==> config.mk <==
export PLATFORM = sky130hd
export DESIGN_NAME = fp_mul_top
export DESIGN_NICKNAME = d
export VERILOG_FILES = /design/src/design/fp_mul_pkg.sv /design/src/design/fp_mul_top.sv /design/src/design/fp_round_stage.sv /design/src/design/fp_product_stage.sv /design/src/design/fp_unpack_stage.sv
export VERILOG_INCLUDE_DIRS = /design/src /design/src/include
export SDC_FILE = /design/constraint.sdc
export NUM_CORES = 2
export LEC_CHECK = 0
export ABC_AREA = 1
export BUFFER_PORTS_ARGS = -buffer_cell sky130_fd_sc_hd__buf_2
export CORE_MARGIN = 5
export CORE_UTILIZATION = 50
export CTS_BUF_LIST = sky130_fd_sc_hd__clkbuf_4 sky130_fd_sc_hd__clkbuf_8 sky130_fd_sc_hd__clkbuf_16
export DETAILED_ROUTE_END_ITERATION = 16
export PLACE_DENSITY_LB_ADDON = 0.08
export REMOVE_ABC_BUFFERS = 1
export SKIP_CTS_REPAIR_TIMING = 1
export SLEW_MARGIN = 30
export SYNTH_ARGS = -nofsm -noshare
export SYNTH_HDL_FRONTEND = slang
export SYNTH_HIERARCHICAL = 1
export SYNTH_SLANG_ARGS = --single-unit
==> constraint.sdc <==
create_clock -name clk -period 9 [get_ports clk]
set_input_delay 1.8 -clock clk [delete_from_list [all_inputs] [get_ports clk]]
set_output_delay 1.8 -clock clk [all_outputs]
set_load 0.02 [all_outputs]
==> src/include/fp_mul_cfg.svh <==
`ifndef FP_MUL_CFG_SVH
`define FP_MUL_CFG_SVH

// FP32 word layout
`define FP_EXP_BITS 8
`define FP_MAN_BITS 23
`define FP_WORD_BITS 32

// Exponent coding
`define FP_BIAS 127
`define FP_EXP_MAX 255    // All-ones exponent, inf or NaN

// Default quiet NaN, sign clear and fraction MSB set
`define FP_QNAN 32'h7FC0_0000

`endif
==> src/design/fp_mul_pkg.sv <==
`default_nettype none

`include "fp_mul_cfg.svh"

package fp_mul_pkg;

    // Field view of one FP32 word
    typedef struct packed {
        logic                    sign;
        logic [`FP_EXP_BITS-1:0] exp;
        logic [`FP_MAN_BITS-1:0] frac;    // Stored fraction, hidden one not included
    } fp32_fields_t;

    // Bus word at the ports, fields inside the stages
    typedef union packed {
        logic [`FP_WORD_BITS-1:0] raw;
        fp32_fields_t             fields;
    } fp32_u;

    typedef struct packed {
        logic is_zero;    // Zero or subnormal
        logic is_inf;
        logic is_nan;
    } fp_class_t;

    // Unpack stage to product stage
    typedef struct packed {
        logic                    valid;
        logic                    a_sign;
        logic                    b_sign;
        logic [`FP_EXP_BITS-1:0] a_exp;
        logic [`FP_EXP_BITS-1:0] b_exp;
        logic [`FP_MAN_BITS-1:0] a_frac;
        logic [`FP_MAN_BITS-1:0] b_frac;
        fp_class_t               a_class;
        fp_class_t               b_class;
    } s1_t;

    // Product stage to round stage
    typedef struct packed {
        logic                          valid;
        logic                          sign;
        logic signed [`FP_EXP_BITS+1:0] exp;    // Biased, before normalisation
        logic [2*`FP_MAN_BITS+1:0]     prod;    // 24 x 24 significand product
        logic                          special;
        fp32_u                         special_word;
    } s2_t;

endpackage

`default_nettype wire

==> src/design/fp_mul_top.sv <==
`default_nettype none
`timescale 1ns/100ps

module fp_mul_top (
    input  logic               clk,
    input  logic               rst_n,
    input  logic               in_valid,
    input  fp_mul_pkg::fp32_u  a,
    input  fp_mul_pkg::fp32_u  b,
    output logic               out_valid,
    output fp_mul_pkg::fp32_u  result
);

    fp_mul_pkg::s1_t s1;    // Decoded operands and classes
    fp_mul_pkg::s2_t s2;    // Product, exponent and special word

    fp_unpack_stage u_unpack (
        .clk      (clk),
        .rst_n    (rst_n),
        .in_valid (in_valid),
        .a        (a),
        .b        (b),
        .s1       (s1)
    );

    fp_product_stage u_product (
        .clk   (clk),
        .rst_n (rst_n),
        .s1    (s1),
        .s2    (s2)
    );

    // Three cycles from in_valid to out_valid
    fp_round_stage u_round (
        .clk       (clk),
        .rst_n     (rst_n),
        .s2        (s2),
        .out_valid (out_valid),
        .result    (result)
    );

endmodule

`default_nettype wire

==> src/design/fp_round_stage.sv <==
`default_nettype none
`timescale 1ns/100ps

`include "fp_mul_cfg.svh"

module fp_round_stage (
    input  logic               clk,
    input  logic               rst_n,
    input  fp_mul_pkg::s2_t    s2,
    output logic               out_valid,
    output fp_mul_pkg::fp32_u  result
);

    localparam int PW = 2*`FP_MAN_BITS + 2;    // Product width, 48
    localparam int EW = `FP_EXP_BITS + 2;      // Working exponent width, 10

    logic                  shift;
    logic [PW-1:0]         prod_n;
    logic signed [EW-1:0]  exp_n;
    logic [`FP_MAN_BITS-1:0] frac_t;
    logic                  guard;
    logic                  sticky;
    logic                  round_up;
    logic [`FP_MAN_BITS:0] frac_r;
    logic signed [EW-1:0]  exp_r;
    logic                  overflow;
    logic                  underflow;
    fp_mul_pkg::fp32_u     word;

    // Leading one sits at bit 47 or bit 46 for normal operands
    assign shift  = s2.prod[PW-1];
    assign prod_n = shift ? (s2.prod >> 1) : s2.prod;
    assign exp_n  = $signed(s2.exp) + $signed(EW'(shift));

    // Hidden one at bit 46
    assign frac_t = prod_n[PW-3:PW-2-`FP_MAN_BITS];
    assign guard  = prod_n[PW-3-`FP_MAN_BITS];

    // Bit shifted out by the normalise step still counts toward sticky
    assign sticky = (|prod_n[PW-4-`FP_MAN_BITS:0]) || (shift && s2.prod[0]);

    // Nearest, ties to even
    assign round_up = guard && (sticky || frac_t[0]);
    assign frac_r   = {1'b0, frac_t} + (`FP_MAN_BITS+1)'(round_up);

    // Carry out of the fraction leaves zero fraction bits behind
    assign exp_r = $signed(exp_n) + $signed(EW'(frac_r[`FP_MAN_BITS]));

    assign overflow  = (exp_r >= $signed(EW'(`FP_EXP_MAX)));
    assign underflow = (exp_r < $signed(EW'(1)));

    always_comb begin
        word = '0;
        if (s2.special) begin
            word = s2.special_word;
        end else if (overflow) begin
            word.fields.sign = s2.sign;    // Signed infinity
            word.fields.exp  = `FP_EXP_BITS'(`FP_EXP_MAX);
        end else if (underflow) begin
            word.fields.sign = s2.sign;    // Flush to signed zero
        end else begin
            word.fields.sign = s2.sign;
            word.fields.exp  = exp_r[`FP_EXP_BITS-1:0];
            word.fields.frac = frac_r[`FP_MAN_BITS-1:0];
        end
    end

    // Result holds its last value between valid cycles
    always_ff @(posedge clk or negedge rst_n) begin
        if (!rst_n) begin
            out_valid <= 1'b0;
            result    <= '0;
        end else begin
            out_valid <= s2.valid;
            if (s2.valid) begin
                result <= word;
            end
        end
    end

endmodule

`default_nettype wire

==> src/design/fp_product_stage.sv <==
`default_nettype none
`timescale 1ns/100ps

`include "fp_mul_cfg.svh"

module fp_product_stage (
    input  logic             clk,
    input  logic             rst_n,
    input  fp_mul_pkg::s1_t  s1,
    output fp_mul_pkg::s2_t  s2
);

    logic                            sign;
    logic signed [`FP_EXP_BITS+1:0]  exp_sum;
    logic [`FP_MAN_BITS:0]           a_sig;
    logic [`FP_MAN_BITS:0]           b_sig;
    logic [2*`FP_MAN_BITS+1:0]       prod;
    logic                            res_nan;
    logic                            res_inf;
    logic                            res_zero;
    fp_mul_pkg::fp32_u               special_word;

    assign sign  = s1.a_sign ^ s1.b_sign;
    assign a_sig = {1'b1, s1.a_frac};    // Restore hidden one
    assign b_sig = {1'b1, s1.b_frac};
    assign prod  = a_sig * b_sig;

    // Wraps modulo 2^10, read as two's complement downstream
    assign exp_sum = (`FP_EXP_BITS+2)'(s1.a_exp) + (`FP_EXP_BITS+2)'(s1.b_exp)
                   - (`FP_EXP_BITS+2)'(`FP_BIAS);

    assign res_nan  = s1.a_class.is_nan || s1.b_class.is_nan
                   || (s1.a_class.is_inf && s1.b_class.is_zero)
                   || (s1.b_class.is_inf && s1.a_class.is_zero);
    assign res_inf  = s1.a_class.is_inf || s1.b_class.is_inf;
    assign res_zero = s1.a_class.is_zero || s1.b_class.is_zero;

    // NaN first, then inf, then zero
    always_comb begin
        special_word = '0;
        if (res_nan) begin
            special_word.raw = `FP_QNAN;
        end else if (res_inf) begin
            special_word.fields.sign = sign;
            special_word.fields.exp  = `FP_EXP_BITS'(`FP_EXP_MAX);
        end else if (res_zero) begin
            special_word.fields.sign = sign;    // Signed zero
        end
    end

    always_ff @(posedge clk or negedge rst_n) begin
        if (!rst_n) begin
            s2 <= '0;
        end else begin
            s2.valid <= s1.valid;
            if (s1.valid) begin
                s2.sign         <= sign;
                s2.exp          <= exp_sum;
                s2.prod         <= prod;
                s2.special      <= res_nan || res_inf || res_zero;
                s2.special_word <= special_word;
            end
        end
    end

endmodule

`default_nettype wire

==> src/design/fp_unpack_stage.sv <==
`default_nettype none
`timescale 1ns/100ps

`include "fp_mul_cfg.svh"

module fp_unpack_stage (
    input  logic                clk,
    input  logic                rst_n,
    input  logic                in_valid,
    input  fp_mul_pkg::fp32_u   a,
    input  fp_mul_pkg::fp32_u   b,
    output fp_mul_pkg::s1_t     s1
);

    fp_mul_pkg::fp_class_t a_class;
    fp_mul_pkg::fp_class_t b_class;

    // Operand class from the field view of the word
    function automatic fp_mul_pkg::fp_class_t classify(input fp_mul_pkg::fp32_u w);
        fp_mul_pkg::fp_class_t c;
        logic                  exp_max;
        logic                  frac_nz;
        exp_max   = (w.fields.exp == `FP_EXP_MAX);
        frac_nz   = (w.fields.frac != '0);
        c.is_zero = (w.fields.exp == '0);    // Denormals are zero, fraction ignored
        c.is_inf  = exp_max && !frac_nz;
        c.is_nan  = exp_max && frac_nz;
        return c;
    endfunction

    assign a_class = classify(a);
    assign b_class = classify(b);

    always_ff @(posedge clk or negedge rst_n) begin
        if (!rst_n) begin
            s1 <= '0;
        end else begin
            s1.valid <= in_valid;
            if (in_valid) begin
                s1.a_sign  <= a.fields.sign;
                s1.b_sign  <= b.fields.sign;
                s1.a_exp   <= a.fields.exp;
                s1.b_exp   <= b.fields.exp;
                s1.a_frac  <= a.fields.frac;
                s1.b_frac  <= b.fields.frac;
                s1.a_class <= a_class;
                s1.b_class <= b_class;
            end
        end
    end

endmodule

`default_nettype wire

==> results.md <==
- Crit end category: flop
- Detailed Route WL: 80400 µm
- Library cell with the highest instance count after synthesis: sky130_fd_sc_hd__nand2_1
- Library cell appearing most often on the critical path: sky130_fd_sc_hd__fa_1
- Most frequent cells after synthesis: sky130_fd_sc_hd__nand2_1, sky130_fd_sc_hd__inv_1, sky130_fd_sc_hd__fa_1
- Final weighted congestion in routability-driven placement: 0.910
- Critical path required time: 9.34 ns
- Worst Clk Skew: between 0.015 and 0.02 ns
- Synthesized flop and latch total: approximately 170
- Sequential-to-total area share from yosys stat: 14.3%
- Post-synth EDFFs: 0
- Initial antenna violation count: 0
- Area of the core: a little under 60000 µm²
- Synth area leaders: sky130_fd_sc_hd__fa_1, sky130_fd_sc_hd__nand2_1, sky130_fd_sc_hd__dfrtp_1, sky130_fd_sc_hd__inv_1, sky130_fd_sc_hd__ha_1
- Total global-route track usage: about a quarter
- Total CTS buffers: 17
- Async SR Flop Fraction: between 90% and 100%
- Arrival time of data at the critical path endpoint: just over 7 ns
- Area share of the largest cell type after synthesis: around a third
- Library cell with the largest summed area after synthesis: sky130_fd_sc_hd__fa_1
- Period minus WS final: between 6 and 7 ns
- Maximum clock frequency: approximately 150 MHz
- Crit path kind: reg2reg
- Outcome: finished clean
- Cell Rows: 89
- Largest family of logic cells by synthesized area: adder cells
- Count of pins over their slew limit: 0
- Area growth syn-to-layout: 5.63%
- Number of diodes added for antenna fixing: 0
- Post-Synth Adder-Cell Area: ~41%
- Period utilisation layout: approximately 75%
- Largest net degree at the start of global routing: 72
- TritonRoute pass-1 iters: 6
- Finished Core Util: 53.1%
- Synthesized area per cell: ~7.4 µm²
- H-tree level count: 4
- Relative slew margins: approximately 37%
- Compound-Gate Fraction of Synth Area: between 3 and 4%
- Fillers: slightly below 6000
- Iteration-0 DRC Markers: about 1400
- Largest stage delay on the critical path: a little over 0.7 ns
- Per-cell via count in the routed design: roughly 5
- Maximum fanout encountered on the critical timing path: 13
- Final global-route overflow total: 0
- Post-DR wirelength/cell: between 15 and 20 µm
- Longest Clk Path Bufs: 2
- Cell type of the slowest stage on the worst timing path: sky130_fd_sc_hd__dfrtp_1
- Path category of the worst min-delay check: reg2reg
- Final nets: about 4700
- DPL Wire Length: 63300 µm
- Cell-by-cell trace of the critical path: buf_4 > nand2_1 > fa_1 > fa_1 > inv_1 > fa_1 > inv_1 > fa_1 > inv_1 > fa_1 > fa_1 > inv_1 > fa_1 > inv_1 > ha_1 > nand2_1 > inv_1 > nand2_1 > nand2_1 > a21oi_1 > nand3_2 > xnor2_1 > o21ai_1
- Most instantiated flip-flop cell in the synthesis netlist: sky130_fd_sc_hd__dfrtp_1
- Clock-pin slew on the worst setup and hold paths: ~0.070 ns
- Chip Width: 253 µm
- Post-synthesis instance total: around 4000
- Clock root buffer: sky130_fd_sc_hd__clkbuf_16
- Via count of the routed design: 23300
- Final setup violation count: 0
- Distinct cells, synth: 48
- Number of global-route vias before repair: 23500
- Worst path bufs/invs: 7
- Wire length of the first global-routing pass: about 130000 µm
- Area fraction in and, or, nand and nor cells after synthesis: between 20% and 30%
- Count of nets left with antenna violations after detail routing: 0
- Post-route DRC violation count: 0
- Initial core utilization: between 50 and 60%
- Unrepaired setup endpoints after global routing: false
- Gate family responsible for the most delay along the worst path: adder cells
- Mux contribution to synthesized area: 0%
- Worst Max-Slew Pin Slew: ~0.95 ns
- Total of max-cap violations: 0
- Cell area after layout: between 30000 and 40000 µm²
- Final hold violations: 0
- Xor-xnor portion of the synthesized cell area: less than 1%
- Yosys warning total: 6
- Type of element launching the critical path: flop
- Number of sinks on the clock net: 168
- Area after detailed placement: between 30000 and 40000 µm²
- Worst skew pair latency: between 0.4 and 0.5 ns
- Ratio of cells with drive above 1 in the final layout: roughly 8.1%
- Die area: approximately 64000 µm²
- TritonCTS clock tree: done
- Port Buf Inserts: a little under 100
- # IOs: 100
- Setup Total Neg Slack: 0 ns
- Die Y: between 200 and 300 µm
- Synth Cell Area: around 30000 µm²
==> metal layers <==
| metal | routed length (µm) | track usage (%) | vias to the layer above | share of wire, % |
|---|---|---|---|---|
| li1 | - | - | 11300 | - |
| met5 | 0 | 0 | - | 0 |
| met1 | 37600 | 38.5 | 11200 | 47 |
| met3 | 5370 | 4.66 | 93 | 6.7 |
| met2 | 35800 | 40.7 | 650 | 45 |
| met4 | 1650 | 5.88 | 0 | 2.1 |
==> worst register-to-register path, cell delays in order (launching register included) <==
cell	delay, ns
sky130_fd_sc_hd__dfrtp_1	0.72
sky130_fd_sc_hd__buf_4	0.36
sky130_fd_sc_hd__nand2_1	0.12
sky130_fd_sc_hd__fa_1	0.55
sky130_fd_sc_hd__fa_1	0.57
sky130_fd_sc_hd__inv_1	0.06
sky130_fd_sc_hd__fa_1	0.50
sky130_fd_sc_hd__inv_1	0.05
sky130_fd_sc_hd__fa_1	0.52
sky130_fd_sc_hd__inv_1	0.05
sky130_fd_sc_hd__fa_1	0.45
sky130_fd_sc_hd__fa_1	0.50
sky130_fd_sc_hd__inv_1	0.05
sky130_fd_sc_hd__fa_1	0.57
sky130_fd_sc_hd__inv_1	0.07
sky130_fd_sc_hd__ha_1	0.38
sky130_fd_sc_hd__nand2_1	0.17
sky130_fd_sc_hd__inv_1	0.08
sky130_fd_sc_hd__nand2_1	0.08
sky130_fd_sc_hd__nand2_1	0.06
sky130_fd_sc_hd__a21oi_1	0.16
sky130_fd_sc_hd__nand3_2	0.15
sky130_fd_sc_hd__xnor2_1	0.30
sky130_fd_sc_hd__o21ai_1	0.09
==> layout make-up <==
class	count	area [µm²]	area share, %
clock buffer	17	425	1.37
clock inverter	15	164	0.526
inverter	1095	4120	13.2
multi-input combinational	2571	20400	65.5
sequential	168	4220	13.6
tap	773	967	3.11
timing repair buffer	143	836	2.68
==> path summary, 6_finish.rpt <==
| check | cells past startpoint | slack (ns) | end | from |
|---|---|---|---|---|
| worst max-delay path | 23 | 2.22 | u_product/s2[58]$_DFFE_PN0P_ | u_unpack/s1[39]$_DFFE_PN0P_ |
| worst min-delay path | 2 | 0.47 | u_unpack/s1[19]$_DFFE_PN0P_ | u_unpack/s1[19]$_DFFE_PN0P_ |
| worst max register to register | 23 | 2.22 | u_product/s2[58]$_DFFE_PN0P_ | u_unpack/s1[39]$_DFFE_PN0P_ |
| worst min register to register | 2 | 0.47 | u_unpack/s1[19]$_DFFE_PN0P_ | u_unpack/s1[19]$_DFFE_PN0P_ |
| max in group asynchronous | 2 | 6.55 | u_product/s2[80]$_DFFE_PN0P_ | rst_n |
| min in group asynchronous | 1 | 1.24 | u_round/result[11]$_DFFE_PN0P_ | rst_n |
==> logic make-up (layout without fill, tap and decap cells) <==
logic type | Yosys count | count (layout)
DFF | 168 | 168
buffers and inverters | 1262 | 1270
and+or+nand+nor | 1661 | 1661
AOI/OAI and AO/OA | 185 | 185
xor gates and xnor gates | 28 | 28
adders and majority gates | 675 | 675
other | 1 | 22
==> through the flow <==
step / hold WS [ns] / setup slack [ns] / std cells
floorplan: 0.441 / 3.08 / 3834
global placement: 0.455 / 2.12 / 4750
detailed placement: 0.460 / 2.18 / 4750
global route: 0.494 / 1.84 / 4782
finish: 0.475 / 2.22 / 4782
CTS: 0.477 / 2.17 / 4782
==> state kept, by name, indices dropped and copies added (netlist names) <==
signal and count:
u_unpack/s1 71, u_product/s2 64, u_round/result 32, u_round/out_valid 1
==> layout by cell type, fill, tap and decap left out, drive strengths merged, types with 83 or more instances in the layout <==
cell	instances
a21oi	83
buf	143
dfrtp	168
fa	484
ha	191
inv	1101
nand2	1273
nand3	122
nor2	206
o21ai	84
Power is left out: the tool's default activity adds up to more than one toggle a clock period on the data nets, which glitch-free logic cannot reach.
